[src/isa_pkg.sv]
package isa_pkg;

    localparam int DATA_W   = 16;
    localparam int NUM_REGS = 16;

    typedef enum logic [3:0] {
        OP_ADD = 4'h0,
        OP_SUB = 4'h1,
        OP_AND = 4'h2,
        OP_XOR = 4'h3,
        OP_LDI = 4'h4,
        OP_MUL = 4'h5
    } opcode_e;

    // ldi takes its immediate from the rs1 and rs2 fields.
    typedef struct packed {
        opcode_e    op;
        logic [3:0] rd;
        logic [3:0] rs1;
        logic [3:0] rs2;
    } instr_t;

    function automatic logic [DATA_W-1:0] exec_result(opcode_e op, logic [DATA_W-1:0] a,
                                                      logic [DATA_W-1:0] b);
        case (op)
            OP_ADD:  return a + b;
            OP_SUB:  return a - b;
            OP_AND:  return a & b;
            OP_XOR:  return a ^ b;
            OP_MUL:  return a * b;   // low half of the product.
            default: return a;       // ldi passes the immediate through.
        endcase
    endfunction

endpackage

[src/core_pkg.sv]
package core_pkg;

    localparam int ROB_DEPTH_DEF = 8;

    localparam logic [7:0] APB_INSTR_ADDR  = 8'h00;
    localparam logic [7:0] APB_STATUS_ADDR = 8'h04;

    typedef enum logic [1:0] {
        SLOT_FREE,
        SLOT_WAIT,
        SLOT_READY
    } slot_state_e;

endpackage

[src/reg_alias_table.sv]
`timescale 1ns/1ps

module reg_alias_table
    import isa_pkg::*;
#(
    parameter int  ROB_DEPTH = 8,
    localparam int TAG_W     = $clog2(ROB_DEPTH)
)
(
    input  logic              clk1,
    input  logic              rst_n,
    input  logic [3:0]        rat_rs1,
    input  logic [3:0]        rat_rs2,
    input  logic [3:0]        rat_rd,
    input  logic              rat_alloc,
    input  logic [TAG_W-1:0]  rat_alloc_tag,
    input  logic              commit_valid,
    input  logic [3:0]        commit_rd,
    input  logic [TAG_W-1:0]  commit_tag,
    input  logic [DATA_W-1:0] commit_value,
    output logic              rs1_busy,
    output logic [TAG_W-1:0]  rs1_tag,
    output logic [DATA_W-1:0] rs1_value,
    output logic              rs2_busy,
    output logic [TAG_W-1:0]  rs2_tag,
    output logic [DATA_W-1:0] rs2_value
);

    logic [DATA_W-1:0]   reg_value [NUM_REGS];
    logic [TAG_W-1:0]    reg_tag [NUM_REGS];
    logic [NUM_REGS-1:0] reg_busy;

    always_ff @(posedge clk1)
    begin
        if (!rst_n)
        begin
            reg_busy <= '0;
            for (int i = 0; i < NUM_REGS; i++)
                reg_value[i] <= '0;
        end
        else
        begin
            if (commit_valid)
            begin
                reg_value[commit_rd] <= commit_value;
                if (reg_tag[commit_rd] == commit_tag)   // only the latest writer releases.
                    reg_busy[commit_rd] <= 1'b0;
            end
            if (rat_alloc)   // a rename in the same cycle overrides the commit.
                reg_busy[rat_rd] <= 1'b1;
        end
    end

    always_ff @(posedge clk1)
    begin
        if (rat_alloc)
            reg_tag[rat_rd] <= rat_alloc_tag;
    end

    assign rs1_busy  = reg_busy[rat_rs1];
    assign rs1_tag   = reg_tag[rat_rs1];
    assign rs1_value = reg_value[rat_rs1];
    assign rs2_busy  = reg_busy[rat_rs2];
    assign rs2_tag   = reg_tag[rat_rs2];
    assign rs2_value = reg_value[rat_rs2];

endmodule

[src/reorder_buffer.sv]
`timescale 1ns/1ps

module reorder_buffer
    import isa_pkg::*;
#(
    parameter int  ROB_DEPTH = 8,
    localparam int TAG_W     = $clog2(ROB_DEPTH)
)
(
    input  logic              clk1,
    input  logic              rst_n,
    input  logic              rob_alloc,
    input  logic [3:0]        rob_alloc_rd,
    input  logic              cdb_valid,
    input  logic [TAG_W-1:0]  cdb_tag,
    input  logic [DATA_W-1:0] cdb_value,
    input  logic [TAG_W-1:0]  rob_query_tag1,
    input  logic [TAG_W-1:0]  rob_query_tag2,
    output logic [TAG_W-1:0]  rob_tail,
    output logic [TAG_W:0]    rob_count,
    output logic              rob_full,
    output logic              query1_ready,
    output logic [DATA_W-1:0] query1_value,
    output logic              query2_ready,
    output logic [DATA_W-1:0] query2_value,
    output logic              commit_valid,
    output logic [3:0]        commit_rd,
    output logic [TAG_W-1:0]  commit_tag,
    output logic [DATA_W-1:0] commit_value
);

    logic [3:0]           ent_rd [ROB_DEPTH];
    logic [DATA_W-1:0]    ent_value [ROB_DEPTH];
    logic [ROB_DEPTH-1:0] ent_done;
    logic [TAG_W-1:0]     head;

    always_ff @(posedge clk1)
    begin
        if (!rst_n)
        begin
            head      <= '0;
            rob_tail  <= '0;
            rob_count <= '0;
            ent_done  <= '0;
        end
        else
        begin
            if (rob_alloc)
            begin
                ent_done[rob_tail] <= 1'b0;
                rob_tail           <= rob_tail + 1'b1;   // wraps, depth is a power of two.
            end
            if (cdb_valid)
                ent_done[cdb_tag] <= 1'b1;
            if (commit_valid)
                head <= head + 1'b1;
            case ({rob_alloc, commit_valid})
                2'b10:   rob_count <= rob_count + 1'b1;
                2'b01:   rob_count <= rob_count - 1'b1;
                default: rob_count <= rob_count;
            endcase
        end
    end

    always_ff @(posedge clk1)
    begin
        if (rob_alloc)
            ent_rd[rob_tail] <= rob_alloc_rd;
        if (cdb_valid)
            ent_value[cdb_tag] <= cdb_value;
    end

    assign rob_full = rob_count == (TAG_W+1)'(ROB_DEPTH);

    // completed but not yet committed results, read by the issue stage.
    assign query1_ready = ent_done[rob_query_tag1];
    assign query1_value = ent_value[rob_query_tag1];
    assign query2_ready = ent_done[rob_query_tag2];
    assign query2_value = ent_value[rob_query_tag2];

    assign commit_valid = (rob_count != '0) && ent_done[head];
    assign commit_rd    = ent_rd[head];
    assign commit_tag   = head;
    assign commit_value = ent_value[head];

endmodule

[src/reservation_station.sv]
`timescale 1ns/1ps

module reservation_station
    import isa_pkg::*;
    import core_pkg::*;
#(
    parameter int  RS_DEPTH     = 3,
    parameter int  EXEC_LATENCY = 1,
    parameter int  ROB_DEPTH    = 8,
    localparam int TAG_W        = $clog2(ROB_DEPTH),
    localparam int AGE_W        = $clog2(RS_DEPTH + 1)
)
(
    input  logic              clk1,
    input  logic              rst_n,
    input  logic              dispatch,
    input  opcode_e           dispatch_op,
    input  logic              src1_ready,
    input  logic [TAG_W-1:0]  src1_tag,
    input  logic [DATA_W-1:0] src1_value,
    input  logic              src2_ready,
    input  logic [TAG_W-1:0]  src2_tag,
    input  logic [DATA_W-1:0] src2_value,
    input  logic [TAG_W-1:0]  dispatch_tag,
    input  logic              cdb_valid,
    input  logic [TAG_W-1:0]  cdb_tag,
    input  logic [DATA_W-1:0] cdb_value,
    input  logic              grant,
    output logic              slot_free,
    output logic              req,
    output logic [TAG_W-1:0]  req_tag,
    output logic [DATA_W-1:0] req_value
);

    slot_state_e       state [RS_DEPTH];
    opcode_e           op [RS_DEPTH];
    logic [TAG_W-1:0]  tag1 [RS_DEPTH];
    logic [TAG_W-1:0]  tag2 [RS_DEPTH];
    logic [TAG_W-1:0]  dest [RS_DEPTH];
    logic [DATA_W-1:0] val1 [RS_DEPTH];
    logic [DATA_W-1:0] val2 [RS_DEPTH];
    logic [AGE_W-1:0]  age [RS_DEPTH];   // number of older occupied slots.
    logic [RS_DEPTH-1:0] rdy1, rdy2, cap1, cap2;

    logic [EXEC_LATENCY-1:0] pipe_valid;
    logic [TAG_W-1:0]        pipe_tag [EXEC_LATENCY];
    logic [DATA_W-1:0]       pipe_value [EXEC_LATENCY];

    logic             advance;
    logic             fire;
    int               fire_idx;
    int               free_idx;
    logic [AGE_W-1:0] occupied;

    assign advance = !pipe_valid[EXEC_LATENCY-1] || grant;

    always_comb
    begin
        fire      = 1'b0;
        fire_idx  = 0;
        free_idx  = 0;
        slot_free = 1'b0;
        occupied  = '0;
        for (int i = RS_DEPTH - 1; i >= 0; i--)
        begin
            cap1[i] = (state[i] == SLOT_WAIT) && !rdy1[i] && cdb_valid && (cdb_tag == tag1[i]);
            cap2[i] = (state[i] == SLOT_WAIT) && !rdy2[i] && cdb_valid && (cdb_tag == tag2[i]);
            if (state[i] == SLOT_FREE)
            begin
                slot_free = 1'b1;
                free_idx  = i;   // lowest free slot.
            end
            else
                occupied = occupied + 1'b1;
            if (state[i] == SLOT_READY && (!fire || age[i] < age[fire_idx]))
            begin
                fire     = 1'b1;
                fire_idx = i;
            end
        end
        fire = fire && advance;   // oldest ready slot, only when the pipe moves.
    end

    always_ff @(posedge clk1)
    begin
        if (!rst_n)
        begin
            for (int i = 0; i < RS_DEPTH; i++)
                state[i] <= SLOT_FREE;
        end
        else
        begin
            for (int i = 0; i < RS_DEPTH; i++)
            begin
                if (dispatch && i == free_idx)
                    state[i] <= (src1_ready && src2_ready) ? SLOT_READY : SLOT_WAIT;
                else if (fire && i == fire_idx)
                    state[i] <= SLOT_FREE;
                else if (state[i] == SLOT_WAIT && (rdy1[i] || cap1[i]) && (rdy2[i] || cap2[i]))
                    state[i] <= SLOT_READY;
            end
        end
    end

    always_ff @(posedge clk1)
    begin
        for (int i = 0; i < RS_DEPTH; i++)
        begin
            if (cap1[i])
            begin
                rdy1[i] <= 1'b1;
                val1[i] <= cdb_value;
            end
            if (cap2[i])
            begin
                rdy2[i] <= 1'b1;
                val2[i] <= cdb_value;
            end
            if (fire && state[i] != SLOT_FREE && age[i] > age[fire_idx])
                age[i] <= age[i] - 1'b1;
            if (dispatch && i == free_idx)
            begin
                op[i]   <= dispatch_op;
                rdy1[i] <= src1_ready;
                tag1[i] <= src1_tag;
                val1[i] <= src1_value;
                rdy2[i] <= src2_ready;
                tag2[i] <= src2_tag;
                val2[i] <= src2_value;
                dest[i] <= dispatch_tag;
                age[i]  <= occupied - AGE_W'(fire);
            end
        end
    end

    always_ff @(posedge clk1)
    begin
        if (!rst_n)
            pipe_valid <= '0;
        else if (advance)
        begin
            pipe_valid[0] <= fire;
            for (int s = 1; s < EXEC_LATENCY; s++)
                pipe_valid[s] <= pipe_valid[s-1];
        end
    end

    // result is computed on entry and then carried down the stages.
    always_ff @(posedge clk1)
    begin
        if (advance)
        begin
            pipe_tag[0]   <= dest[fire_idx];
            pipe_value[0] <= exec_result(op[fire_idx], val1[fire_idx], val2[fire_idx]);
            for (int s = 1; s < EXEC_LATENCY; s++)
            begin
                pipe_tag[s]   <= pipe_tag[s-1];
                pipe_value[s] <= pipe_value[s-1];
            end
        end
    end

    assign req       = pipe_valid[EXEC_LATENCY-1];
    assign req_tag   = pipe_tag[EXEC_LATENCY-1];
    assign req_value = pipe_value[EXEC_LATENCY-1];

endmodule

[src/cdb_arbiter.sv]
`timescale 1ns/1ps

module cdb_arbiter
    import isa_pkg::*;
#(
    parameter int  ROB_DEPTH = 8,
    localparam int TAG_W     = $clog2(ROB_DEPTH)
)
(
    input  logic              clk1,
    input  logic              rst_n,
    input  logic              add_req,
    input  logic [TAG_W-1:0]  add_tag,
    input  logic [DATA_W-1:0] add_value,
    input  logic              mul_req,
    input  logic [TAG_W-1:0]  mul_tag,
    input  logic [DATA_W-1:0] mul_value,
    output logic              add_grant,
    output logic              mul_grant,
    output logic              cdb_valid,
    output logic [TAG_W-1:0]  cdb_tag,
    output logic [DATA_W-1:0] cdb_value
);

    logic last_mul;   // multiplier won the last grant.

    assign add_grant = add_req && (!mul_req || last_mul);
    assign mul_grant = mul_req && !add_grant;

    always_ff @(posedge clk1)
    begin
        if (!rst_n)
            last_mul <= 1'b0;
        else if (add_grant || mul_grant)
            last_mul <= mul_grant;
    end

    assign cdb_valid = add_grant || mul_grant;
    assign cdb_tag   = mul_grant ? mul_tag : add_tag;
    assign cdb_value = mul_grant ? mul_value : add_value;

endmodule

[src/issue_unit.sv]
`timescale 1ns/1ps

module issue_unit
    import isa_pkg::*;
    import core_pkg::*;
#(
    parameter int  ROB_DEPTH = 8,
    localparam int TAG_W     = $clog2(ROB_DEPTH)
)
(
    input  logic [7:0]        paddr,
    input  logic              psel,
    input  logic              penable,
    input  logic              pwrite,
    input  logic [DATA_W-1:0] pwdata,
    output logic [DATA_W-1:0] prdata,
    output logic              pready,
    output logic [3:0]        rat_rs1,
    output logic [3:0]        rat_rs2,
    output logic [3:0]        rat_rd,
    output logic              rat_alloc,
    input  logic              rs1_busy,
    input  logic [TAG_W-1:0]  rs1_tag,
    input  logic [DATA_W-1:0] rs1_value,
    input  logic              rs2_busy,
    input  logic [TAG_W-1:0]  rs2_tag,
    input  logic [DATA_W-1:0] rs2_value,
    output logic [TAG_W-1:0]  rob_query_tag1,
    output logic [TAG_W-1:0]  rob_query_tag2,
    input  logic              query1_ready,
    input  logic [DATA_W-1:0] query1_value,
    input  logic              query2_ready,
    input  logic [DATA_W-1:0] query2_value,
    output logic              rob_alloc,
    output logic [3:0]        rob_alloc_rd,
    input  logic [TAG_W-1:0]  rob_tail,
    input  logic [TAG_W:0]    rob_count,
    input  logic              rob_full,
    input  logic              cdb_valid,
    input  logic [TAG_W-1:0]  cdb_tag,
    input  logic [DATA_W-1:0] cdb_value,
    input  logic              add_slot_free,
    input  logic              mul_slot_free,
    output logic              add_dispatch,
    output logic              mul_dispatch,
    output opcode_e           dispatch_op,
    output logic              src1_ready,
    output logic [TAG_W-1:0]  src1_tag,
    output logic [DATA_W-1:0] src1_value,
    output logic              src2_ready,
    output logic [TAG_W-1:0]  src2_tag,
    output logic [DATA_W-1:0] src2_value,
    output logic [TAG_W-1:0]  dispatch_tag
);

    instr_t          instr;
    logic            is_mul;
    logic            is_ldi;
    logic            instr_wr;
    logic            stall;
    logic            issue;
    logic [DATA_W:0] opnd1;   // ready bit above the value.
    logic [DATA_W:0] opnd2;

    // register file, then finished rob entry, then the bus this cycle.
    function automatic logic [DATA_W:0] resolve(logic busy, logic [TAG_W-1:0] tag,
                                                logic [DATA_W-1:0] reg_val, logic rob_rdy,
                                                logic [DATA_W-1:0] rob_val, logic bus_valid,
                                                logic [TAG_W-1:0] bus_tag,
                                                logic [DATA_W-1:0] bus_val);
        if (!busy)
            return {1'b1, reg_val};
        if (rob_rdy)
            return {1'b1, rob_val};
        if (bus_valid && bus_tag == tag)
            return {1'b1, bus_val};
        return '0;
    endfunction

    assign instr    = instr_t'(pwdata);
    assign is_mul   = instr.op == OP_MUL;
    assign is_ldi   = instr.op == OP_LDI;
    assign instr_wr = psel && penable && pwrite && (paddr == APB_INSTR_ADDR);
    assign stall    = rob_full || (is_mul ? !mul_slot_free : !add_slot_free);
    assign issue    = instr_wr && !stall;

    assign pready = psel && penable && !(instr_wr && stall);
    assign prdata = (paddr == APB_STATUS_ADDR) ? DATA_W'(rob_count) : '0;

    assign rat_rs1        = instr.rs1;
    assign rat_rs2        = instr.rs2;
    assign rat_rd         = instr.rd;
    assign rat_alloc      = issue;
    assign rob_query_tag1 = rs1_tag;
    assign rob_query_tag2 = rs2_tag;
    assign rob_alloc      = issue;
    assign rob_alloc_rd   = instr.rd;

    assign opnd1 = resolve(rs1_busy, rs1_tag, rs1_value, query1_ready, query1_value,
                           cdb_valid, cdb_tag, cdb_value);
    assign opnd2 = resolve(rs2_busy, rs2_tag, rs2_value, query2_ready, query2_value,
                           cdb_valid, cdb_tag, cdb_value);

    assign add_dispatch = issue && !is_mul;
    assign mul_dispatch = issue && is_mul;
    assign dispatch_op  = instr.op;
    assign dispatch_tag = rob_tail;
    assign src1_ready   = is_ldi || opnd1[DATA_W];
    assign src1_tag     = rs1_tag;
    assign src1_value   = is_ldi ? DATA_W'({instr.rs1, instr.rs2}) : opnd1[DATA_W-1:0];
    assign src2_ready   = is_ldi || opnd2[DATA_W];
    assign src2_tag     = rs2_tag;
    assign src2_value   = opnd2[DATA_W-1:0];

endmodule

[src/tomasulo_core.sv]
`timescale 1ns/1ps

module tomasulo_core
    import isa_pkg::*;
    import core_pkg::*;
#(
    parameter int  ROB_DEPTH   = ROB_DEPTH_DEF,
    parameter int  RS_DEPTH    = 3,
    parameter int  MUL_LATENCY = 3,
    parameter int  ADD_LATENCY = 1,
    localparam int TAG_W       = $clog2(ROB_DEPTH)
)
(
    input  logic              clk1,
    input  logic              rst_n,
    input  logic [7:0]        paddr,
    input  logic              psel,
    input  logic              penable,
    input  logic              pwrite,
    input  logic [DATA_W-1:0] pwdata,
    output logic [DATA_W-1:0] prdata,
    output logic              pready,
    output logic              commit_valid,
    output logic [3:0]        commit_rd,
    output logic [DATA_W-1:0] commit_value
);

    logic [3:0]        rat_rs1, rat_rs2, rat_rd;
    logic              rat_alloc;
    logic              rs1_busy, rs2_busy;
    logic [TAG_W-1:0]  rs1_tag, rs2_tag;
    logic [DATA_W-1:0] rs1_value, rs2_value;
    logic [TAG_W-1:0]  rob_query_tag1, rob_query_tag2;
    logic              query1_ready, query2_ready;
    logic [DATA_W-1:0] query1_value, query2_value;
    logic              rob_alloc;
    logic [3:0]        rob_alloc_rd;
    logic [TAG_W-1:0]  rob_tail;
    logic [TAG_W:0]    rob_count;
    logic              rob_full;
    logic [TAG_W-1:0]  commit_tag;
    logic              cdb_valid;
    logic [TAG_W-1:0]  cdb_tag;
    logic [DATA_W-1:0] cdb_value;
    logic              add_dispatch, mul_dispatch;
    opcode_e           dispatch_op;
    logic              src1_ready, src2_ready;
    logic [TAG_W-1:0]  src1_tag, src2_tag, dispatch_tag;
    logic [DATA_W-1:0] src1_value, src2_value;
    logic              add_slot_free, mul_slot_free;
    logic              add_req, mul_req, add_grant, mul_grant;
    logic [TAG_W-1:0]  add_tag, mul_tag;
    logic [DATA_W-1:0] add_value, mul_value;

    issue_unit #(.ROB_DEPTH(ROB_DEPTH)) i_issue (.*);

    reg_alias_table #(.ROB_DEPTH(ROB_DEPTH)) i_rat (
        .rat_alloc_tag (rob_tail),
        .*
    );

    reorder_buffer #(.ROB_DEPTH(ROB_DEPTH)) i_rob (.*);

    reservation_station #(
        .RS_DEPTH     (RS_DEPTH),
        .EXEC_LATENCY (ADD_LATENCY),
        .ROB_DEPTH    (ROB_DEPTH)
    ) i_add_rs (
        .dispatch  (add_dispatch),
        .grant     (add_grant),
        .slot_free (add_slot_free),
        .req       (add_req),
        .req_tag   (add_tag),
        .req_value (add_value),
        .*
    );

    reservation_station #(
        .RS_DEPTH     (RS_DEPTH),
        .EXEC_LATENCY (MUL_LATENCY),
        .ROB_DEPTH    (ROB_DEPTH)
    ) i_mul_rs (
        .dispatch  (mul_dispatch),
        .grant     (mul_grant),
        .slot_free (mul_slot_free),
        .req       (mul_req),
        .req_tag   (mul_tag),
        .req_value (mul_value),
        .*
    );

    cdb_arbiter #(.ROB_DEPTH(ROB_DEPTH)) i_cdb_arb (.*);

endmodule

[config.mk]
export PLATFORM = sky130hd
export DESIGN_NAME = tomasulo_core
export DESIGN_NICKNAME = d
export VERILOG_FILES = /design/src/isa_pkg.sv /design/src/core_pkg.sv /design/src/reg_alias_table.sv /design/src/reorder_buffer.sv /design/src/reservation_station.sv /design/src/cdb_arbiter.sv /design/src/issue_unit.sv /design/src/tomasulo_core.sv
export SDC_FILE = /design/constraint.sdc
export NUM_CORES = 2
export LEC_CHECK = 0
export ABC_AREA = 0
export BUFFER_PORTS_ARGS = -buffer_cell sky130_fd_sc_hd__buf_2
export CAP_MARGIN = 20
export CORE_ASPECT_RATIO = 0.6
export CORE_MARGIN = 4
export CORE_UTILIZATION = 50
export DETAILED_ROUTE_END_ITERATION = 6
export PLACE_DENSITY_LB_ADDON = 0.1
export SLEW_MARGIN = 20
export SYNTH_ARGS = -nofsm -noshare
export SYNTH_HDL_FRONTEND = slang
export SYNTH_SLANG_ARGS = --single-unit
[constraint.sdc]
create_clock -name clk1 -period 12.4 [get_ports clk1]
set_input_delay 0.62 -clock clk1 [delete_from_list [all_inputs] [get_ports clk1]]
set_output_delay 0.62 -clock clk1 [all_outputs]
set_load 0.03 [all_outputs]
# [Word level (Yosys, flattened, before mapping)]
# Memories as Yosys holds them, arrays and structs flattened. A register that Yosys moved wholly into a read port is not among the register bits.
# Index checks and enable logic that the tools add are counted.
[op_classes] order_cmp=23 n_eq_ne=49 mux=329 multipliers=2 bitwise_logic=46 n_addsub=20 n_reduce_logical=193
[op_table] operator="2-to-1 mux 16 bit" count=21
[op_table] operator="2-to-1 mux 17 bit" count=12
[op_table] operator="2-to-1 mux 1 bit" count=201
[op_table] operator="one-hot mux 16 bit (5 select lines)" count=2
[op_table] operator="zero test 32 bit" count=4
[op_table] operator="2-to-1 mux 2 bit" count=57
[op_table] operator="logical AND 1 bit" count=96
[op_table] operator="2-to-1 mux 3 bit" count=17
[op_table] operator="bitwise AND 16 bit" count=3
[op_table] operator="equality test 3 bit" count=15
[op_table] operator="nonzero test 2 bit" count=19
[op_table] operator="bitwise OR 1 bit" count=36
[op_table] operator="OR reduction 3 bit" count=12
[op_table] operator="adder 16 bit" count=2
[op_table] operator="multiplier 16 x 16 -> 16 bit" count=2
[op_table] operator="subtractor 16 bit" count=2
[op_table] operator="XOR 16 bit" count=2
[op_table] operator="zero test 1 bit" count=24
[op_table] operator="2-to-1 mux 4 bit" count=6
[op_table] operator="2-to-1 mux 8 bit" count=3
[op_table] operator="logical OR 1 bit" count=23
[op_table] operator="less-than comparator 3 x 4 -> 1 bit, second input constant" count=5
[op_table] operator="less-than comparator 4 x 5 -> 1 bit, second input constant" count=4
[op_table] operator="equality test 4 x 2 -> 1 bit, second input constant" count=4
[op_table] operator="35 further kinds" count=90
[totals] n_memories=24 reg_bits=51 word_cells=706 ramBits=834
[mem_list] memory="i_rat.reg_value" words=16 word_bits=16 read_ports=2 rd_ports_with_merged_regs=0 write_ports=16 line="reg_alias_table.sv:29" text="logic [DATA_W-1:0] reg_value [NUM_REGS];"
[mem_list] memory="i_rob.ent_value" words=8 word_bits=16 read_ports=3 rd_ports_with_merged_regs=1 write_ports=1 line="reorder_buffer.sv:33" text="logic [DATA_W-1:0] ent_value [ROB_DEPTH];"
[mem_list] memory="i_add_rs.val1" words=3 word_bits=16 read_ports=1 rd_ports_with_merged_regs=0 write_ports=3 line="reservation_station.sv:40" text="logic [DATA_W-1:0] val1 [RS_DEPTH];"
[mem_list] memory="i_add_rs.val2" words=3 word_bits=16 read_ports=1 rd_ports_with_merged_regs=0 write_ports=3 line="reservation_station.sv:41" text="logic [DATA_W-1:0] val2 [RS_DEPTH];"
[mem_list] memory="i_mul_rs.pipe_value" words=3 word_bits=16 read_ports=3 rd_ports_with_merged_regs=0 write_ports=3 line="reservation_station.sv:47" text="logic [DATA_W-1:0] pipe_value [EXEC_LATENCY];"
[mem_list] memory="i_mul_rs.val1" words=3 word_bits=16 read_ports=1 rd_ports_with_merged_regs=0 write_ports=3 line="reservation_station.sv:40"
[mem_list] memory="+18 memories"

# [Logic depth before layout (Yosys ltp)]
# An unclocked memory read counts as a cell.
[logic_depth] word_depth=21 ltp_mapped=42

# [By module]
# Synthesis repeated with hierarchy kept, for this count alone.
[unflattened] cells_unflattened=4771 hier_area_um2=57510.2
[by_module_without_submodules] module="reg_alias_table" area_per_inst_um2=17142.7 instances=1 cells_per_inst=1039
[by_module_without_submodules] module="reservation_station at i_mul_rs" area_per_inst_um2=15303.4 instances=1 cells_per_inst=1521
[by_module_without_submodules] module="reservation_station at i_add_rs" area_per_inst_um2=13734.4 instances=1 cells_per_inst=1461
[by_module_without_submodules] module="reorder_buffer" area_per_inst_um2=9540.4 instances=1 cells_per_inst=485
[by_module_without_submodules] module="issue_unit" area_per_inst_um2=1493.9 instances=1 cells_per_inst=237
[by_module_without_submodules] module="cdb_arbiter" area_per_inst_um2=295.3 instances=1 cells_per_inst=28

# [Worst setup path after synthesis]
# No wires, ideal clock.
[synth_timing] path_type="reg-to-reg" startpoint="memory i_mul_rs.state[2][1] in the netlist's numbering" endpoint="memory i_mul_rs.pipe_value[0][15], data pin" stages_incl_launch_ff=40 path_slack_ps=3748 t_arrival_ps=8485 required_ps=12232 path_cell_list="edfxtp_1 -> nand2b_1 -> buf_2 -> mux2i_1 -> ha_1 -> or3b_1 -> a21oi_1 -> a21oi_1 -> nand2_1 -> o21ai_0 -> ha_1 -> or3_1 -> clkbuf_1 -> and3_1 -> clkbuf_1 -> buf_2 -> a222oi_1 -> buf_2 -> (+4 left out) -> inv_1 -> ha_1 -> fa_1 -> ha_1 -> inv_1 -> fa_1 -> inv_1 -> ha_1 -> a21boi_0 -> o21ai_0 -> a21oi_1 -> a21o_1 -> a21o_1 -> a21oi_1 -> o21bai_1 -> a21oi_1 -> xnor3_1 -> a221oi_2"
[synth_rtl] item="start: declaration" line="reservation_station.sv:35" text="slot_state_e state [RS_DEPTH];"
[synth_rtl] item="end: declaration" line="reservation_station.sv:47"

==> impl_results.md <==
* Critical Path Fanout Max at 19
* Cts-stage hold buffer count at 0
* Yosys top cell area share at a little under half
* Xor and xnor area share after synthesis at under 10%
* Initial Util at approximately half
* Slew Limit Headroom at between 10 and 15%
* Remaining Overflow, GRT at 0
* Crit path launch type: flip-flop
* Worst-margin pin slew at approximately 1.3 ns
* Final max-slew violation count at 0
* Synth Register Bits at just under 900
* Nets at 4919
* Multi-input logic area at ~0.026 sq mm
* Final WL at approximately 180 mm
* Largest family of logic cells by synthesized area: multiplexers
* Core area at 0.108 sq mm
* Setup Skew at around 0.030 ns
* Gp weighted congestion at 1.00
* Fmax achieved at just under 0.1 GHz
* CTS tree: yes
* Initial antenna violation count at 8
* Mux share of post-synthesis cell area at 15.6%
* Post-synth EDFFs at about 840
* Worst skew pair latency at around 0.7 ns
* CP required at 12.94 ns
* Period utilization at between 80% and 90%
* Pin count of the biggest net entering global routing at 59
* Max Root-Sink Buffers at 3
* Failing checks: DRC
* Slowest Stage Delay on Critical Path at 0.55 ns
* Reg-to-reg critical path endpoint: i_mul_rs.pipe_value[0][15]
* Hpwl dp at ~130 mm
* All-layer global routing usage at a little under a third
* Hold Crit Class: input port to flip-flop
* WL/cell at approximately 29 um
* CTS buffer count at 86
* Die Wd at 435 um
* 1st-pass router iterations at 7
* Drc violations at 8
* R2r setup slk at between 2 and 2.5 ns
* Sequential cell area at 0.0262 sq mm
* Final setup viols at 0
* Port Buffer Count at 54
* I/O pins at 67
* Yosys top cell by area: edfxtp_1
* Post-synthesis cell area at about 0.055 sq mm
* Synth Instances at around 4500
* Seq/Total Area, Yosys at a little under half
* Resized Gates After CTS at 0
* Synth Area in Compound Gates at 8.95%
* Primary FF master, synth: edfxtp_1
* Vias per std cell at 6.50
* Share of layout cells above drive strength 1 at about 17%
* Sink Count at 888
* Die H at 264 um
* Worst hold stages at 1
* Most used cell, CP: ha_1
* CP max stage cell: fa_1
* Worst-path clk slew at ~0.070 ns
* Synth Area in Adders at 10.3%
* Async SR Flop Fraction at 0%
* Final hold vios at 0
* ANT nets after route at 0
* Worst Hold Launch: pwdata[9]
* Synth top cells by count: edfxtp_1, nor2_1, inv_1
* Via count at between 30000 and 40000
* Worst Hold Endpoint: i_rob.ent_rd[6][1]
* CTS root buf: clkbuf_16
* TNS Setup at 0 ns
* Yosys warns at 0
* Syn Area/Cell at 12.1 sq um
* H-Tree Depth at 3
* Layout area overhead at 9.48%
* Synth cell types at 95
* Setup Buffers After CTS at 0
* Global-route wire length before repair at 260 mm
* R2R depth at 38
* Status: finished, violations left
* Min Tclk post-route at 10.27 ns
* Most frequent cell after synthesis: edfxtp_1
* Setup CP Type: flip-flop to flip-flop
* Crit path DAT at about 11 ns
* Top post-synthesis cells by area: edfxtp_1, mux4_2, fa_1
* Vias in the first global route at around 37000
* Min Hold Slack at about 0.3 ns
* Worst setup EP type: flip-flop
* Ant diodes at 0
* RSZ-0062 raised after global routing: false
* Fillers at roughly 9000
* RR Startpoint: i_mul_rs.state[2][1]
* DIE AREA at 0.115 sq mm
* DRT iter0 DRCs at just over 6000
* Simple-gate portion of the synthesized area at about a tenth
* Number of core rows at 93
* Max_cap viols at 0
how the worst max path moves through the flow:
stage | cells past startpoint | to | startpoint | slack [ns]
floorplan | 39 | i_mul_rs.pipe_value[0][15] | i_mul_rs.state[2][1] | 3.75
global placement | 33 | i_mul_rs.pipe_value[0][15] | i_mul_rs.state[2][0] | 2.43
detailed placement | 38 | i_mul_rs.pipe_value[0][15] | i_mul_rs.state[2][1] | 2.36
CTS | 38 | i_mul_rs.pipe_value[0][15] | i_mul_rs.state[2][1] | 2.27
global route | 38 | i_mul_rs.pipe_value[0][15] | i_mul_rs.state[2][0] | 1.56
finish | 38 | i_mul_rs.pipe_value[0][15] | i_mul_rs.state[2][1] | 2.13
worst max-delay path: cells and delay by family (launching register included):
kind | cells | cell delay, ns
AOI/OAI and AO/OA | 16 | 3.40
xor gates and xnor gates | 1 | 0.47
adders and majority gates | 10 | 3.50
buffers and inverters | 6 | 0.97
DFF | 1 | 0.44
muxes | 1 | 0.19
and+or+nand+nor | 4 | 1.12
cell type report:
cell class / count / area share, %
inverters: 379 / 2.37
well taps: 1425 / 2.98
clock buffers: 106 / 3.84
multi-input cells: 2999 / 44.0
repair buffers: 184 / 2.19
clock inverters: 53 / 0.852
flip-flops and latches: 888 / 43.8
state kept, by name, summed over array words and instances, names as in the netlist, 12 cells and up, named ones only:
register and flops:
i_add_rs.pipe_value 16, i_rob.ent_rd 32, i_rob.ent_value 128, i_rat.reg_busy 16, i_add_rs.op 12, i_add_rs.val1 48, i_add_rs.val2 48, i_rat.reg_tag 48
i_mul_rs.val2 48, i_mul_rs.op 12, i_rat.reg_value 256, i_mul_rs.val1 48, i_mul_rs.pipe_value 48
through the flow:
step	area, sq um	instances	worst slack, ns	utilization [%]
floorplan	54800	4524	3.75	-
CTS	59800	6030	2.27	55.4
global placement	57000	5870	2.43	52.8
detailed placement	57000	5871	2.36	52.8
global route	59900	6034	1.56	55.5
finish	59900	6034	2.13	55.5
per-layer routing:
metal	up-vias	GRT usage, %	wire [um]	part of all wire, %
li1	16600	-	-	-
met1	19700	50.5	80900	46
met2	2650	38.9	67400	38
met3	258	10.0	25800	15
met4	0	5.86	3420	1.9
met5	-	0	0	0
cells in the final DEF, fill, tap and decap left out, drive strengths merged, types with 17 or more instances in the layout:
cell type  synthesis  routed
mux4             313     313
o211ai            28      28
o21ai            341     341
o221ai            22      22
mux2i            116     116
nor2             561     561
and2              17      17
mux2              28      28
nand2b            30      30
xor2              34      34
dfxtp             44      44
nand2            348     348
clkinv            13      49
a21oi            143     143
o21bai            26      26
nand3             58      58
fa               163     163
nor2b             43      43
a222oi            17      17
or4               17      17
o22ai             32      32
xnor2            144     144
edfxtp           844     844
inv              366     373
clkbuf           171     106
a211oi            17      17
ha               189     189
buf               87     184
or2               24      24
nor3              55      55
logic make-up after synthesis:
logic type / count (synthesis)
compound gates: 783
flops: 888
mux: 457
other cells: 1
xor+xnor: 182
buf+inv: 637
simple gates: 1212
fa+ha+maj: 353
Power is left out: the tool's default activity adds up to more than one toggle a clock period on the data nets, which glitch-free logic cannot reach.
